==> src/logic/div_macros.svh <==
`ifndef DIV_MACROS_SVH
`define DIV_MACROS_SVH

// operand width of the divider, one data word
`define DIV_WIDTH 32

// width of a bit position inside a word, log2 of DIV_WIDTH
`define DIV_POS_WIDTH 5

// worst-case cycles for one division
// load, setup, one step per quotient bit, finish and the ack cycle
`define DIV_MAX_STEPS (`DIV_WIDTH + 4)

// most negative operand value, used for the overflow case
`define DIV_MIN_VALUE {1'b1, {(`DIV_WIDTH-1){1'b0}}}

// all ones, that is minus one in two's complement
`define DIV_MINUS_ONE {`DIV_WIDTH{1'b1}}

`endif

==> src/logic/div_data_pkg.sv <==
`include "div_macros.svh"

package div_data_pkg;

    // request side of the divider
    // both fields are two's complement
    typedef struct packed {
        logic [`DIV_WIDTH-1:0] dividend;
        logic [`DIV_WIDTH-1:0] divisor;
    } div_operands_t;

    // response side of the divider
    // quotient truncates toward zero, remainder follows the dividend sign
    typedef struct packed {
        logic [`DIV_WIDTH-1:0] quotient;
        logic [`DIV_WIDTH-1:0] remainder;
        // divisor zero or most negative over minus one
        logic                  overflow;
    } div_result_t;

    // sign bit helper shared by the datapath
    function automatic logic div_sign(input logic [`DIV_WIDTH-1:0] value);
        div_sign = value[`DIV_WIDTH-1];
    endfunction

endpackage

==> src/logic/div_ctrl_pkg.sv <==
package div_ctrl_pkg;

    // controller phases, one state per cycle
    typedef enum logic [2:0] {
        IDLE,
        SETUP,
        ITERATE,
        FINISH,
        HOLD_ACK
    } div_state_t;

    // per-cycle command to the datapath
    typedef struct packed {
        // capture magnitudes, signs and special cases
        logic load;
        // seed the partial remainder and clear the quotient
        logic setup;
        // one compare and subtract at the current position
        logic step;
        // write the signed result
        logic finish;
    } div_cmd_t;

endpackage

==> src/logic/div_msb_detect.sv <==
`timescale 1ns/1ns
`include "div_macros.svh"

// leading-one position of an unsigned magnitude
module div_msb_detect (
    input  logic [`DIV_WIDTH-1:0]     value,
    output logic [`DIV_POS_WIDTH-1:0] pos,
    output logic                      zero
);

    // scan upward so the highest set bit is written last
    always_comb begin
        pos = '0;
        for (int i = 0; i < `DIV_WIDTH; i++) begin
            if (value[i]) begin
                pos = `DIV_POS_WIDTH'(i);
            end
        end
    end

    // pos reads zero for both bit zero and an empty word
    assign zero = ~|value;

endmodule

==> src/logic/div_shift_counter.sv <==
`timescale 1ns/1ns
`include "div_macros.svh"

// trial shift position for the long division
module div_shift_counter (
    input  logic                      clk,
    input  logic                      reset,
    input  logic                      load,
    input  logic                      step,
    input  logic [`DIV_POS_WIDTH-1:0] load_pos,
    output logic [`DIV_POS_WIDTH-1:0] pos,
    output logic                      last
);

    // load wins over step if both arrive together
    always_ff @(posedge clk or posedge reset) begin
        if (reset) begin
            pos <= '0;
        end else if (load) begin
            pos <= load_pos;
        end else if (step) begin
            pos <= pos - 1'b1;
        end
    end

    // bit zero is the final quotient bit
    assign last = (pos == '0);

endmodule

==> src/logic/div_fsm.sv <==
`timescale 1ns/1ns

// handshake and sequencing for the divider
module div_fsm import div_ctrl_pkg::*; (
    input  logic     clk,
    input  logic     reset,
    input  logic     req,
    output logic     ack,
    input  logic     special,
    input  logic     last,
    output div_cmd_t cmd,
    output logic     count_load,
    output logic     count_step
);

    div_state_t state;
    div_state_t state_next;

    always_ff @(posedge clk or posedge reset) begin
        if (reset) begin
            state <= IDLE;
        end else begin
            state <= state_next;
        end
    end

    always_comb begin
        state_next = state;
        cmd        = '0;
        count_load = 1'b0;
        count_step = 1'b0;

        case (state)
            IDLE: begin
                // operands are stable while req is high
                if (req) begin
                    cmd.load   = 1'b1;
                    state_next = SETUP;
                end
            end

            SETUP: begin
                cmd.setup = 1'b1;
                // special results need no iterations
                if (special) begin
                    state_next = FINISH;
                end else begin
                    count_load = 1'b1;
                    state_next = ITERATE;
                end
            end

            ITERATE: begin
                cmd.step = 1'b1;
                if (last) begin
                    state_next = FINISH;
                end else begin
                    count_step = 1'b1;
                end
            end

            FINISH: begin
                cmd.finish = 1'b1;
                state_next = HOLD_ACK;
            end

            HOLD_ACK: begin
                // result frozen until the requester lets go
                if (!req) begin
                    state_next = IDLE;
                end
            end

            default: begin
                state_next = IDLE;
            end
        endcase
    end

    // ack comes straight from the state register, no glitches
    assign ack = (state == HOLD_ACK);

endmodule

==> src/logic/div_datapath.sv <==
`timescale 1ns/1ns
`include "div_macros.svh"

// magnitudes, partial remainder, quotient and sign handling
module div_datapath import div_data_pkg::*, div_ctrl_pkg::*; (
    input  logic                      clk,
    input  logic                      reset,
    input  div_cmd_t                  cmd,
    input  div_operands_t             operands,
    input  logic [`DIV_POS_WIDTH-1:0] pos,
    output logic [`DIV_WIDTH-1:0]     mag_a,
    output logic [`DIV_WIDTH-1:0]     mag_b,
    output logic                      special,
    output div_result_t               result
);

    logic                  sign_a;
    logic                  sign_b;
    logic                  spec_zero;
    logic                  spec_one;
    logic                  spec_ovf;
    logic [`DIV_WIDTH-1:0] prem;
    logic [`DIV_WIDTH-1:0] quo;
    logic [`DIV_WIDTH-1:0] shifted;
    logic                  sub_ok;

    // special cases are decided once, from the raw operands
    always_ff @(posedge clk or posedge reset) begin
        if (reset) begin
            spec_zero <= 1'b0;
            spec_one  <= 1'b0;
            spec_ovf  <= 1'b0;
        end else if (cmd.load) begin
            spec_zero <= (operands.divisor == '0);
            spec_one  <= (operands.divisor == `DIV_WIDTH'(1));
            spec_ovf  <= (operands.dividend == `DIV_MIN_VALUE) &&
                         (operands.divisor == `DIV_MINUS_ONE);
        end
    end

    assign special = spec_zero | spec_one | spec_ovf;

    // the leading-one skip keeps the shifted divisor inside the word
    assign shifted = mag_b << pos;
    assign sub_ok  = (prem >= shifted);

    always_ff @(posedge clk) begin
        if (cmd.load) begin
            sign_a <= div_sign(operands.dividend);
            sign_b <= div_sign(operands.divisor);
            // most negative value maps to itself, which is the right magnitude
            mag_a  <= div_sign(operands.dividend) ? -operands.dividend : operands.dividend;
            mag_b  <= div_sign(operands.divisor) ? -operands.divisor : operands.divisor;
        end

        if (cmd.setup) begin
            prem <= mag_a;
            quo  <= '0;
        end else if (cmd.step && sub_ok) begin
            prem     <= prem - shifted;
            quo[pos] <= 1'b1;
        end

        if (cmd.finish) begin
            if (special) begin
                // every special case returns the dividend itself
                result.quotient  <= sign_a ? -mag_a : mag_a;
                result.remainder <= '0;
                result.overflow  <= spec_zero | spec_ovf;
            end else begin
                result.quotient  <= (sign_a ^ sign_b) ? -quo : quo;
                result.remainder <= sign_a ? -prem : prem;
                result.overflow  <= 1'b0;
            end
        end
    end

endmodule

==> src/logic/div_unit.sv <==
`timescale 1ns/1ns
`include "div_macros.svh"

// multi-cycle signed divider behind a four-phase req/ack handshake
module div_unit import div_data_pkg::*, div_ctrl_pkg::*; (
    input  logic          clk,
    input  logic          reset,
    input  logic          req,
    output logic          ack,
    input  div_operands_t operands,
    output div_result_t   result
);

    div_cmd_t                  cmd;
    logic                      count_load;
    logic                      count_step;
    logic                      last;
    logic                      special;
    logic [`DIV_POS_WIDTH-1:0] pos;
    logic [`DIV_POS_WIDTH-1:0] load_pos;
    logic [`DIV_WIDTH-1:0]     mag_a;
    logic [`DIV_WIDTH-1:0]     mag_b;
    logic [`DIV_POS_WIDTH-1:0] pos_a;
    logic [`DIV_POS_WIDTH-1:0] pos_b;
    logic                      zero_a;
    logic                      zero_b;

    div_fsm fsm0 (
        .clk        (clk),
        .reset      (reset),
        .req        (req),
        .ack        (ack),
        .special    (special),
        .last       (last),
        .cmd        (cmd),
        .count_load (count_load),
        .count_step (count_step)
    );

    div_msb_detect msb_a0 (.value(mag_a), .pos(pos_a), .zero(zero_a));
    div_msb_detect msb_b0 (.value(mag_b), .pos(pos_b), .zero(zero_b));

    // start at the first quotient bit that can be set
    // divisor above dividend clamps to a single step at bit zero
    assign load_pos = (zero_a || zero_b || (pos_b > pos_a)) ? '0 : pos_a - pos_b;

    div_shift_counter counter0 (
        .clk      (clk),
        .reset    (reset),
        .load     (count_load),
        .step     (count_step),
        .load_pos (load_pos),
        .pos      (pos),
        .last     (last)
    );

    div_datapath datapath0 (
        .clk      (clk),
        .reset    (reset),
        .cmd      (cmd),
        .operands (operands),
        .pos      (pos),
        .mag_a    (mag_a),
        .mag_b    (mag_b),
        .special  (special),
        .result   (result)
    );

endmodule

==> config.mk <==
export PLATFORM = sky130hd
export DESIGN_NAME = div_unit
export DESIGN_NICKNAME = d
export VERILOG_FILES = /design/src/logic/div_data_pkg.sv /design/src/logic/div_ctrl_pkg.sv /design/src/logic/div_msb_detect.sv /design/src/logic/div_shift_counter.sv /design/src/logic/div_fsm.sv /design/src/logic/div_datapath.sv /design/src/logic/div_unit.sv
export VERILOG_INCLUDE_DIRS = /design/src /design/src/logic
export SDC_FILE = /design/constraint.sdc
export NUM_CORES = 1
export LEC_CHECK = 0
export BUFFER_PORTS_ARGS = -buffer_cell sky130_fd_sc_hd__buf_2
export CORE_ASPECT_RATIO = 1.5
export CORE_MARGIN = 5
export CORE_UTILIZATION = 61
export DETAILED_ROUTE_END_ITERATION = 12
export MAX_ROUTING_LAYER = met4
export PLACE_DENSITY = 0.91
export SLEW_MARGIN = 20
export SYNTH_ARGS = -nofsm -noshare
export SYNTH_HDL_FRONTEND = slang
export SYNTH_SLANG_ARGS = --single-unit
export TNS_END_PERCENT = 1
==> constraint.sdc <==
create_clock -name clk -period 7.51 [get_ports clk]
set_input_delay 0.751 -clock clk [delete_from_list [all_inputs] [get_ports clk]]
set_output_delay 0.751 -clock clk [all_outputs]
set_load 0.01 [all_outputs]
**Word-level counts from Yosys, hierarchy flattened**

Index checks and enable logic that the tools add are counted.

- Flip-flop bits (word level): 206
- Bits in latches: 0
- RAM bits: 0
- ROM bits: 0
- Input port bits: 67
- Output and inout bits: 66
- Word-level logic and storage cells: 148
- Memories: 0

- Add/subtract/negate cells: 8
- Multiply operators: 0
- Div/mod/pow operators: 0
- $lt $le $gt $ge: 4
- Equality and inequality tests: 10
- Shifts and indexed selects: 1
- Muxes and demuxes: 89
- Bitwise gates (word level): 5
- Reduce and logical (&&, ||, !) cells: 15

Operators by type and width:

| kind | count |
|---|---|
| 5-bit 2-to-1 mux | 35 |
| 32-bit 2-to-1 mux | 5 |
| 32-bit negator | 5 |
| 65-bit 2-to-1 mux | 1 |
| 32-bit == test, second input constant | 2 |
| 4-bit 2-to-1 mux | 16 |
| 32-bit OR reduction | 2 |
| 31-bit 2-to-1 mux | 2 |
| 3-bit 2-to-1 mux | 11 |
| 32-bit by 1-bit == test with 1-bit output, second input constant | 1 |
| 32-bit >= comparator | 1 |
| 32-bit logical NOT | 1 |
| 32-bit bitwise OR | 1 |
| 32-bit by 5-bit << shifter with 32-bit output | 1 |
| 32-bit subtractor | 1 |
| 3-bit case mux with 5 select lines | 1 |
| 1-bit 2-to-1 mux | 13 |
| 2-bit 2-to-1 mux | 4 |
| 3-bit by 2-bit == test with 1-bit output, second input constant | 2 |
| 5-bit by 6-bit less-than comparator with 1-bit output, second input constant | 1 |
| 1-bit demux with 5-bit select | 1 |
| 5-bit by 1-bit >= comparator with 1-bit output, second input constant | 1 |
| 5-bit greater-than comparator | 1 |
| 5-bit logical NOT | 1 |
| other kinds (14) | 22 |

**Longest topological paths before layout**

- Depth in word-level cells: 35
- Depth in mapped cells: 20
- Depth with buffers taken out: 16

**Hierarchy**

Synthesis repeated with hierarchy kept, for this count alone.

- Cells, all modules: 1,631
- Area total of the unflattened synthesis: 14,915.6 µm²

By module, submodules not included:

| module | instances | cells each | area each (µm²) | seq. area each (µm²) |
|---|---|---|---|---|
| div_datapath | 1 | 1,418 | 13,503.0 | 5,610.4 |
| div_msb_detect | 2 | 65 | 334.1 | 0.0 |
| div_shift_counter | 1 | 29 | 291.5 | 125.1 |
| div_unit | 1 | 32 | 249.0 | 0.0 |
| div_fsm | 1 | 22 | 203.9 | 75.1 |

**Worst setup path after synthesis**

No wires, ideal clock.

- Kind: register to register
- From: register counter0.pos[0]
- To: register datapath0.prem[0] (enable)
- Library setup time: 0.470 ns
- Arrival: 5.840 ns
- Required time: 7.040 ns
- Slack: 1.200 ns
- Stages on the path, launching flop included: 17
- Buffers on the path: 3
- Clock period less this slack: 6.310 ns
- Cells stage by stage: dfrtp_1 -> clkbuf_1 -> buf_1 -> inv_1 -> clkbuf_1 -> o211a_1 -> a21oi_1 -> mux2i_1 -> nand2b_1 -> ha_1 -> and4_1 -> and2_1 -> o221ai_1 -> and2_1 -> a21oi_1 -> o31ai_1 -> a21boi_0

- Cells in the longest elaborated chain, start to end: 4

Ends and longest elaborated chain:

| element | line | text |
|---|---|---|
| start: declaration | div_shift_counter.sv:11 | `` output logic [`DIV_POS_WIDTH-1:0] pos, `` |
| start signal: assignment | div_shift_counter.sv:20 | `pos <= load_pos;` |
| start signal: assignment | div_shift_counter.sv:22 | `pos <= pos - 1'b1;` |
| 32-bit by 5-bit << shifter with 32-bit output | div_datapath.sv:44 | `assign shifted = mag_b << pos;` |
| 32-bit >= comparator | div_datapath.sv:45 | `assign sub_ok = (prem >= shifted);` |
| 1-bit logical AND | div_datapath.sv:59 | `end else if (cmd.step && sub_ok) begin` |
| 2-bit nonzero test (no line) | n/a |  |
| end signal: assignment | div_datapath.sv:57 | `prem <= mag_a;` |
| end signal: assignment | div_datapath.sv:60 | `prem <= prem - shifted;` |
| end: declaration | div_datapath.sv:22 | `` logic [`DIV_WIDTH-1:0] prem; `` |

Every way passes these cells.
A chain may end at the register's enable or synchronous reset.

**Worst setup path in the final report**

- From: register counter0.pos[2]
- To: register datapath0.prem[29] (data pin)

- Cells in the longest elaborated chain, start to end: 4

Ends and longest elaborated chain:

| element | line | text |
|---|---|---|
| 32-bit by 5-bit << shifter with 32-bit output | div_datapath.sv:44 |  |
| 32-bit subtractor | div_datapath.sv:60 |  |
| 32-bit 2-to-1 mux | div_datapath.sv:59 |  |
| 32-bit 2-to-1 mux | div_datapath.sv:56 | `if (cmd.setup) begin` |

Every way passes these cells. The select of a mux whose other input is x is not followed.

==> impl_metrics.env <==
export IMPL_p_seq_share_pct=26.4
export IMPL_max_slew_margin_pct=28.02
export IMPL_io_pins=133
export IMPL_postCtsHoldBufs=0
export IMPL_cts_tree="yes"
export IMPL_ys_types=62
export IMPL_r2r_slack_ns=1.66
export IMPL_drt_wl_total_um=43320
export IMPL_final_max_slew_viol_count=0
export IMPL_tns_ns=0
export IMPL_status="complete, no violations"
export IMPL_power_mw=9.069
export IMPL_placed_cells=1984
export IMPL_grt_pass1_wl_um=68030
export IMPL_clkTransAtPathRegs_ns=0.07
export IMPL_final_area_mm2=0.01617
export IMPL_layout_drive_gt1_share_pct=12.88
export IMPL_combPwrFrac_pct=63.2
export IMPL_syn2layout_area_growth_pct=9.886
export IMPL_period_needed_ns=5.852
export IMPL_clk_path_buf_depth=3
export IMPL_maxCapViolCount=0
export IMPL_p_int_mw=4.677
export IMPL_core_mm2=0.02374
export IMPL_period_share_pct=77.93
export IMPL_power_density_mw_per_mm2=560.7
export IMPL_startpoint="counter0.pos[2]"
export IMPL_hold_class="in -> async"
export IMPL_drt_iter0_drc=1149
export IMPL_vias=13007
export IMPL_slowest_delay_ns=1.12
export IMPL_power_leakage_nw=6.053
export IMPL_htree_levels=1
export IMPL_clock_root_buffer="clkbuf_16"
export IMPL_fmax_ghz=0.1709
export IMPL_die_h_um=200.3
export IMPL_setup_violations=0
export IMPL_post_cts_buffers=0
export IMPL_pwr_share_clk_pct=10.4
export IMPL_crit_path_cell_trace="clkinv_1 -> o21ai_0 -> mux2i_1 -> nand2b_1 -> ha_1 -> a21oi_1 -> o221ai_1 -> a21o_1 -> a211oi_1 -> o21ai_0 -> a2111oi_0 -> mux2i_1 -> nand2_1"
export IMPL_clock_sinks=206
export IMPL_fin_util_pct=68.13
export IMPL_hold_viol_final=0
export IMPL_rows=69
export IMPL_viasPerCell=6.439
export IMPL_detail_route_wl_per_cell_um=21.45
export IMPL_grt_ovfl_total=0
export IMPL_fin_ws_ns=1.658
export IMPL_grt_usage_pct=32.53
export IMPL_grt_pass1_vias=12584
export IMPL_fin_hold_ws_ns=0.2229
export IMPL_r2r_start="counter0.pos[2]"
export IMPL_drt_pass1_iter_count=8
export IMPL_placed_area_mm2=0.01557
export IMPL_cp_slowest_cell="clkinv_1"
export IMPL_ys_ff_latch=206
export IMPL_path_class="reg -> reg"
export IMPL_gp_congestion=1.108
export IMPL_synth_area_mm2=0.01472
export IMPL_syn_inst=1607
export IMPL_required_ns=7.77
export IMPL_worstSetupStartpointType="flop"
export IMPL_skew_ns=0.01044
export IMPL_drc_errors=0
export IMPL_rsz0062_at_grt="no"
export IMPL_place_hpwl_um=33890
export IMPL_switchingPower_mw=4.391
export IMPL_nets=1804
export IMPL_drt_antenna_violating_nets=0
export IMPL_ys_flop_type="edfxtp_1"
export IMPL_initial_core_util_pct=62.00
export IMPL_crit_fanout=31
export IMPL_synth_edf_count=163
export IMPL_crit_arrival_ns=6.12
export IMPL_die_w_um=136.8
export IMPL_port_buffer_count=132
export IMPL_seq_area_frac_synth_pct=39.48
export IMPL_ys_warn_count=0
export IMPL_die_area_mm2=0.02740
export IMPL_p_sw_share_pct=48.42
export IMPL_clock_latency_ns=0.51
export IMPL_syn_nets=1724
export IMPL_place_ws_ns=2.156
export IMPL_grt_max_degree=69
export IMPL_cts_resized=0
export IMPL_cts_buffers=20
export IMPL_end_kind="flop"
export IMPL_finalNonFillerCells=2020
export IMPL_antenna_found_initial=1
export IMPL_worstMarginPinSlew_ns=1.073
export IMPL_avgSynthCellArea_um2=9.159
export IMPL_ys_async_sr_fraction_pct=5.340
export IMPL_ir_drop_uv=373.5
==> critical path, delay by kind of cell, from the launching register on <==
kind	cells	cell delay, ns
adders and majority gates	1	0.38
buffers and inverters	1	1.12
DFF	1	0.92
muxes	2	0.42
AOI/OAI and AO/OA	7	2.51
and+or+nand+nor	2	0.24
==> cells in the mapped netlist (11+ instances only) <==
cell type	count	share of area, %
nand4_1	12	0.51
dfrtp_1	11	1.9
a211oi_1	25	1.3
inv_1	52	1.3
nor2_1	153	3.9
mux4_2	19	2.9
o41ai_1	17	1.0
nand2b_1	20	0.85
o21a_1	15	0.77
xor2_1	59	3.5
nand2_1	174	4.4
a32o_1	32	2.2
o21ai_0	104	3.5
nor2b_1	12	0.51
edfxtp_1	163	33
nor3_1	31	1.1
a21oi_1	105	3.6
nor4_1	28	1.2
a31oi_1	17	0.72
and3_1	14	0.60
or3_1	24	1.0
o31ai_1	53	2.7
ha_1	48	4.1
nand3_1	29	0.99
dfxtp_1	32	4.4
clkbuf_1	79	2.0
mux2i_1	26	1.8
xnor2_1	111	6.6
a21o_1	24	1.2
==> flip-flops by register name, indices dropped and copies added, names as in the netlist <==
name and flops:
datapath0.spec_one 1, datapath0.quo 32, datapath0.sign_a 1, counter0.pos 5, datapath0.mag_b 32, datapath0.mag_a 32
datapath0.spec_zero 1, fsm0.state 3, datapath0.spec_ovf 1, datapath0.prem 32, datapath0.result 65, datapath0.sign_b 1
==> power groups by stage <==
stage / registers, mW / logic (mW) / clock network [mW]
floorplan: 2.24 / 4.23 / 0
global placement: 2.38 / 5.48 / 0
detailed placement: 2.40 / 5.60 / 0
CTS: 2.38 / 5.64 / 0.956
global route: 2.43 / 6.25 / 1.01
finish: 2.39 / 5.73 / 0.946
==> placed cells by master, fill, tap and decap left out, types with 6 or more instances in the layout <==
| cell type | netlist | layout |
|---|---|---|
| or4_1 | 10 | 10 |
| a21o_1 | 24 | 24 |
| a32o_1 | 32 | 32 |
| dfrtp_1 | 11 | 11 |
| ha_1 | 48 | 48 |
| nor4_1 | 28 | 28 |
| o22ai_1 | 9 | 9 |
| buf_2 | 0 | 132 |
| mux4_2 | 19 | 19 |
| nor2b_1 | 12 | 12 |
| o21a_1 | 15 | 15 |
| or3_1 | 24 | 24 |
| o31a_1 | 6 | 6 |
| edfxtp_1 | 163 | 163 |
| nand3_1 | 29 | 29 |
| nand2_1 | 174 | 174 |
| dfxtp_1 | 32 | 32 |
| o31ai_1 | 53 | 53 |
| a31oi_1 | 17 | 17 |
| o21ai_0 | 104 | 104 |
| xor2_1 | 59 | 59 |
| o41ai_1 | 17 | 17 |
| or2_2 | 10 | 10 |
| nand4_1 | 12 | 12 |
| nand2b_1 | 20 | 20 |
| and3_1 | 14 | 14 |
| mux2i_1 | 26 | 26 |
| inv_1 | 52 | 50 |
| nor2_1 | 153 | 151 |
| buf_4 | 0 | 14 |
| a21oi_1 | 105 | 105 |
| a211oi_1 | 25 | 25 |
| nor3_1 | 31 | 31 |
| a21boi_0 | 10 | 9 |
| clkbuf_1 | 79 | 6 |
| xnor2_1 | 111 | 111 |
| clkbuf_16 | 0 | 21 |
| and2_1 | 8 | 8 |
==> cell type report <==
type	count	area, µm²
inverter	52	195.2
multi-input combinational	1261	8399
tap	319	399.1
clock inverter	8	53.80
clock buffer	27	548.0
sequential	206	5811
timing repair buffer	146	765.7
antenna	1	2.502
fill	1808	7567
==> cells by family after synthesis <==
group / synth area share (%)
AO/OA/AOI/OAI: 20.22
adder cells (fa/ha/maj): 4.352
flip-flops: 39.48
XOR/XNOR: 10.12
AND/OR/NAND/NOR: 17.51
multiplexers: 4.752
buffers and inverters: 3.570
==> path summary, 6_finish.rpt <==
kind,to,cells after the start
max,datapath0.prem[29],13
min,fsm0.state[2],2
max reg2reg,datapath0.prem[29],13
min reg2reg,datapath0.quo[13],1
max in group asynchronous,datapath0.spec_ovf,2
min in group clk,datapath0.mag_a[0],1
==> metal layers <==
layer	wire length (µm)	share of wire, %	up-vias	global-route usage [%]
met5	0	0	-	-
met4	2982	6.9	0	18.51
met3	2665	6.2	151	2.937
met2	22040	51	596	55.34
met1	15630	36	6129	37.10
li1	-	-	6131	-
Power figures use the tool's default switching activity.
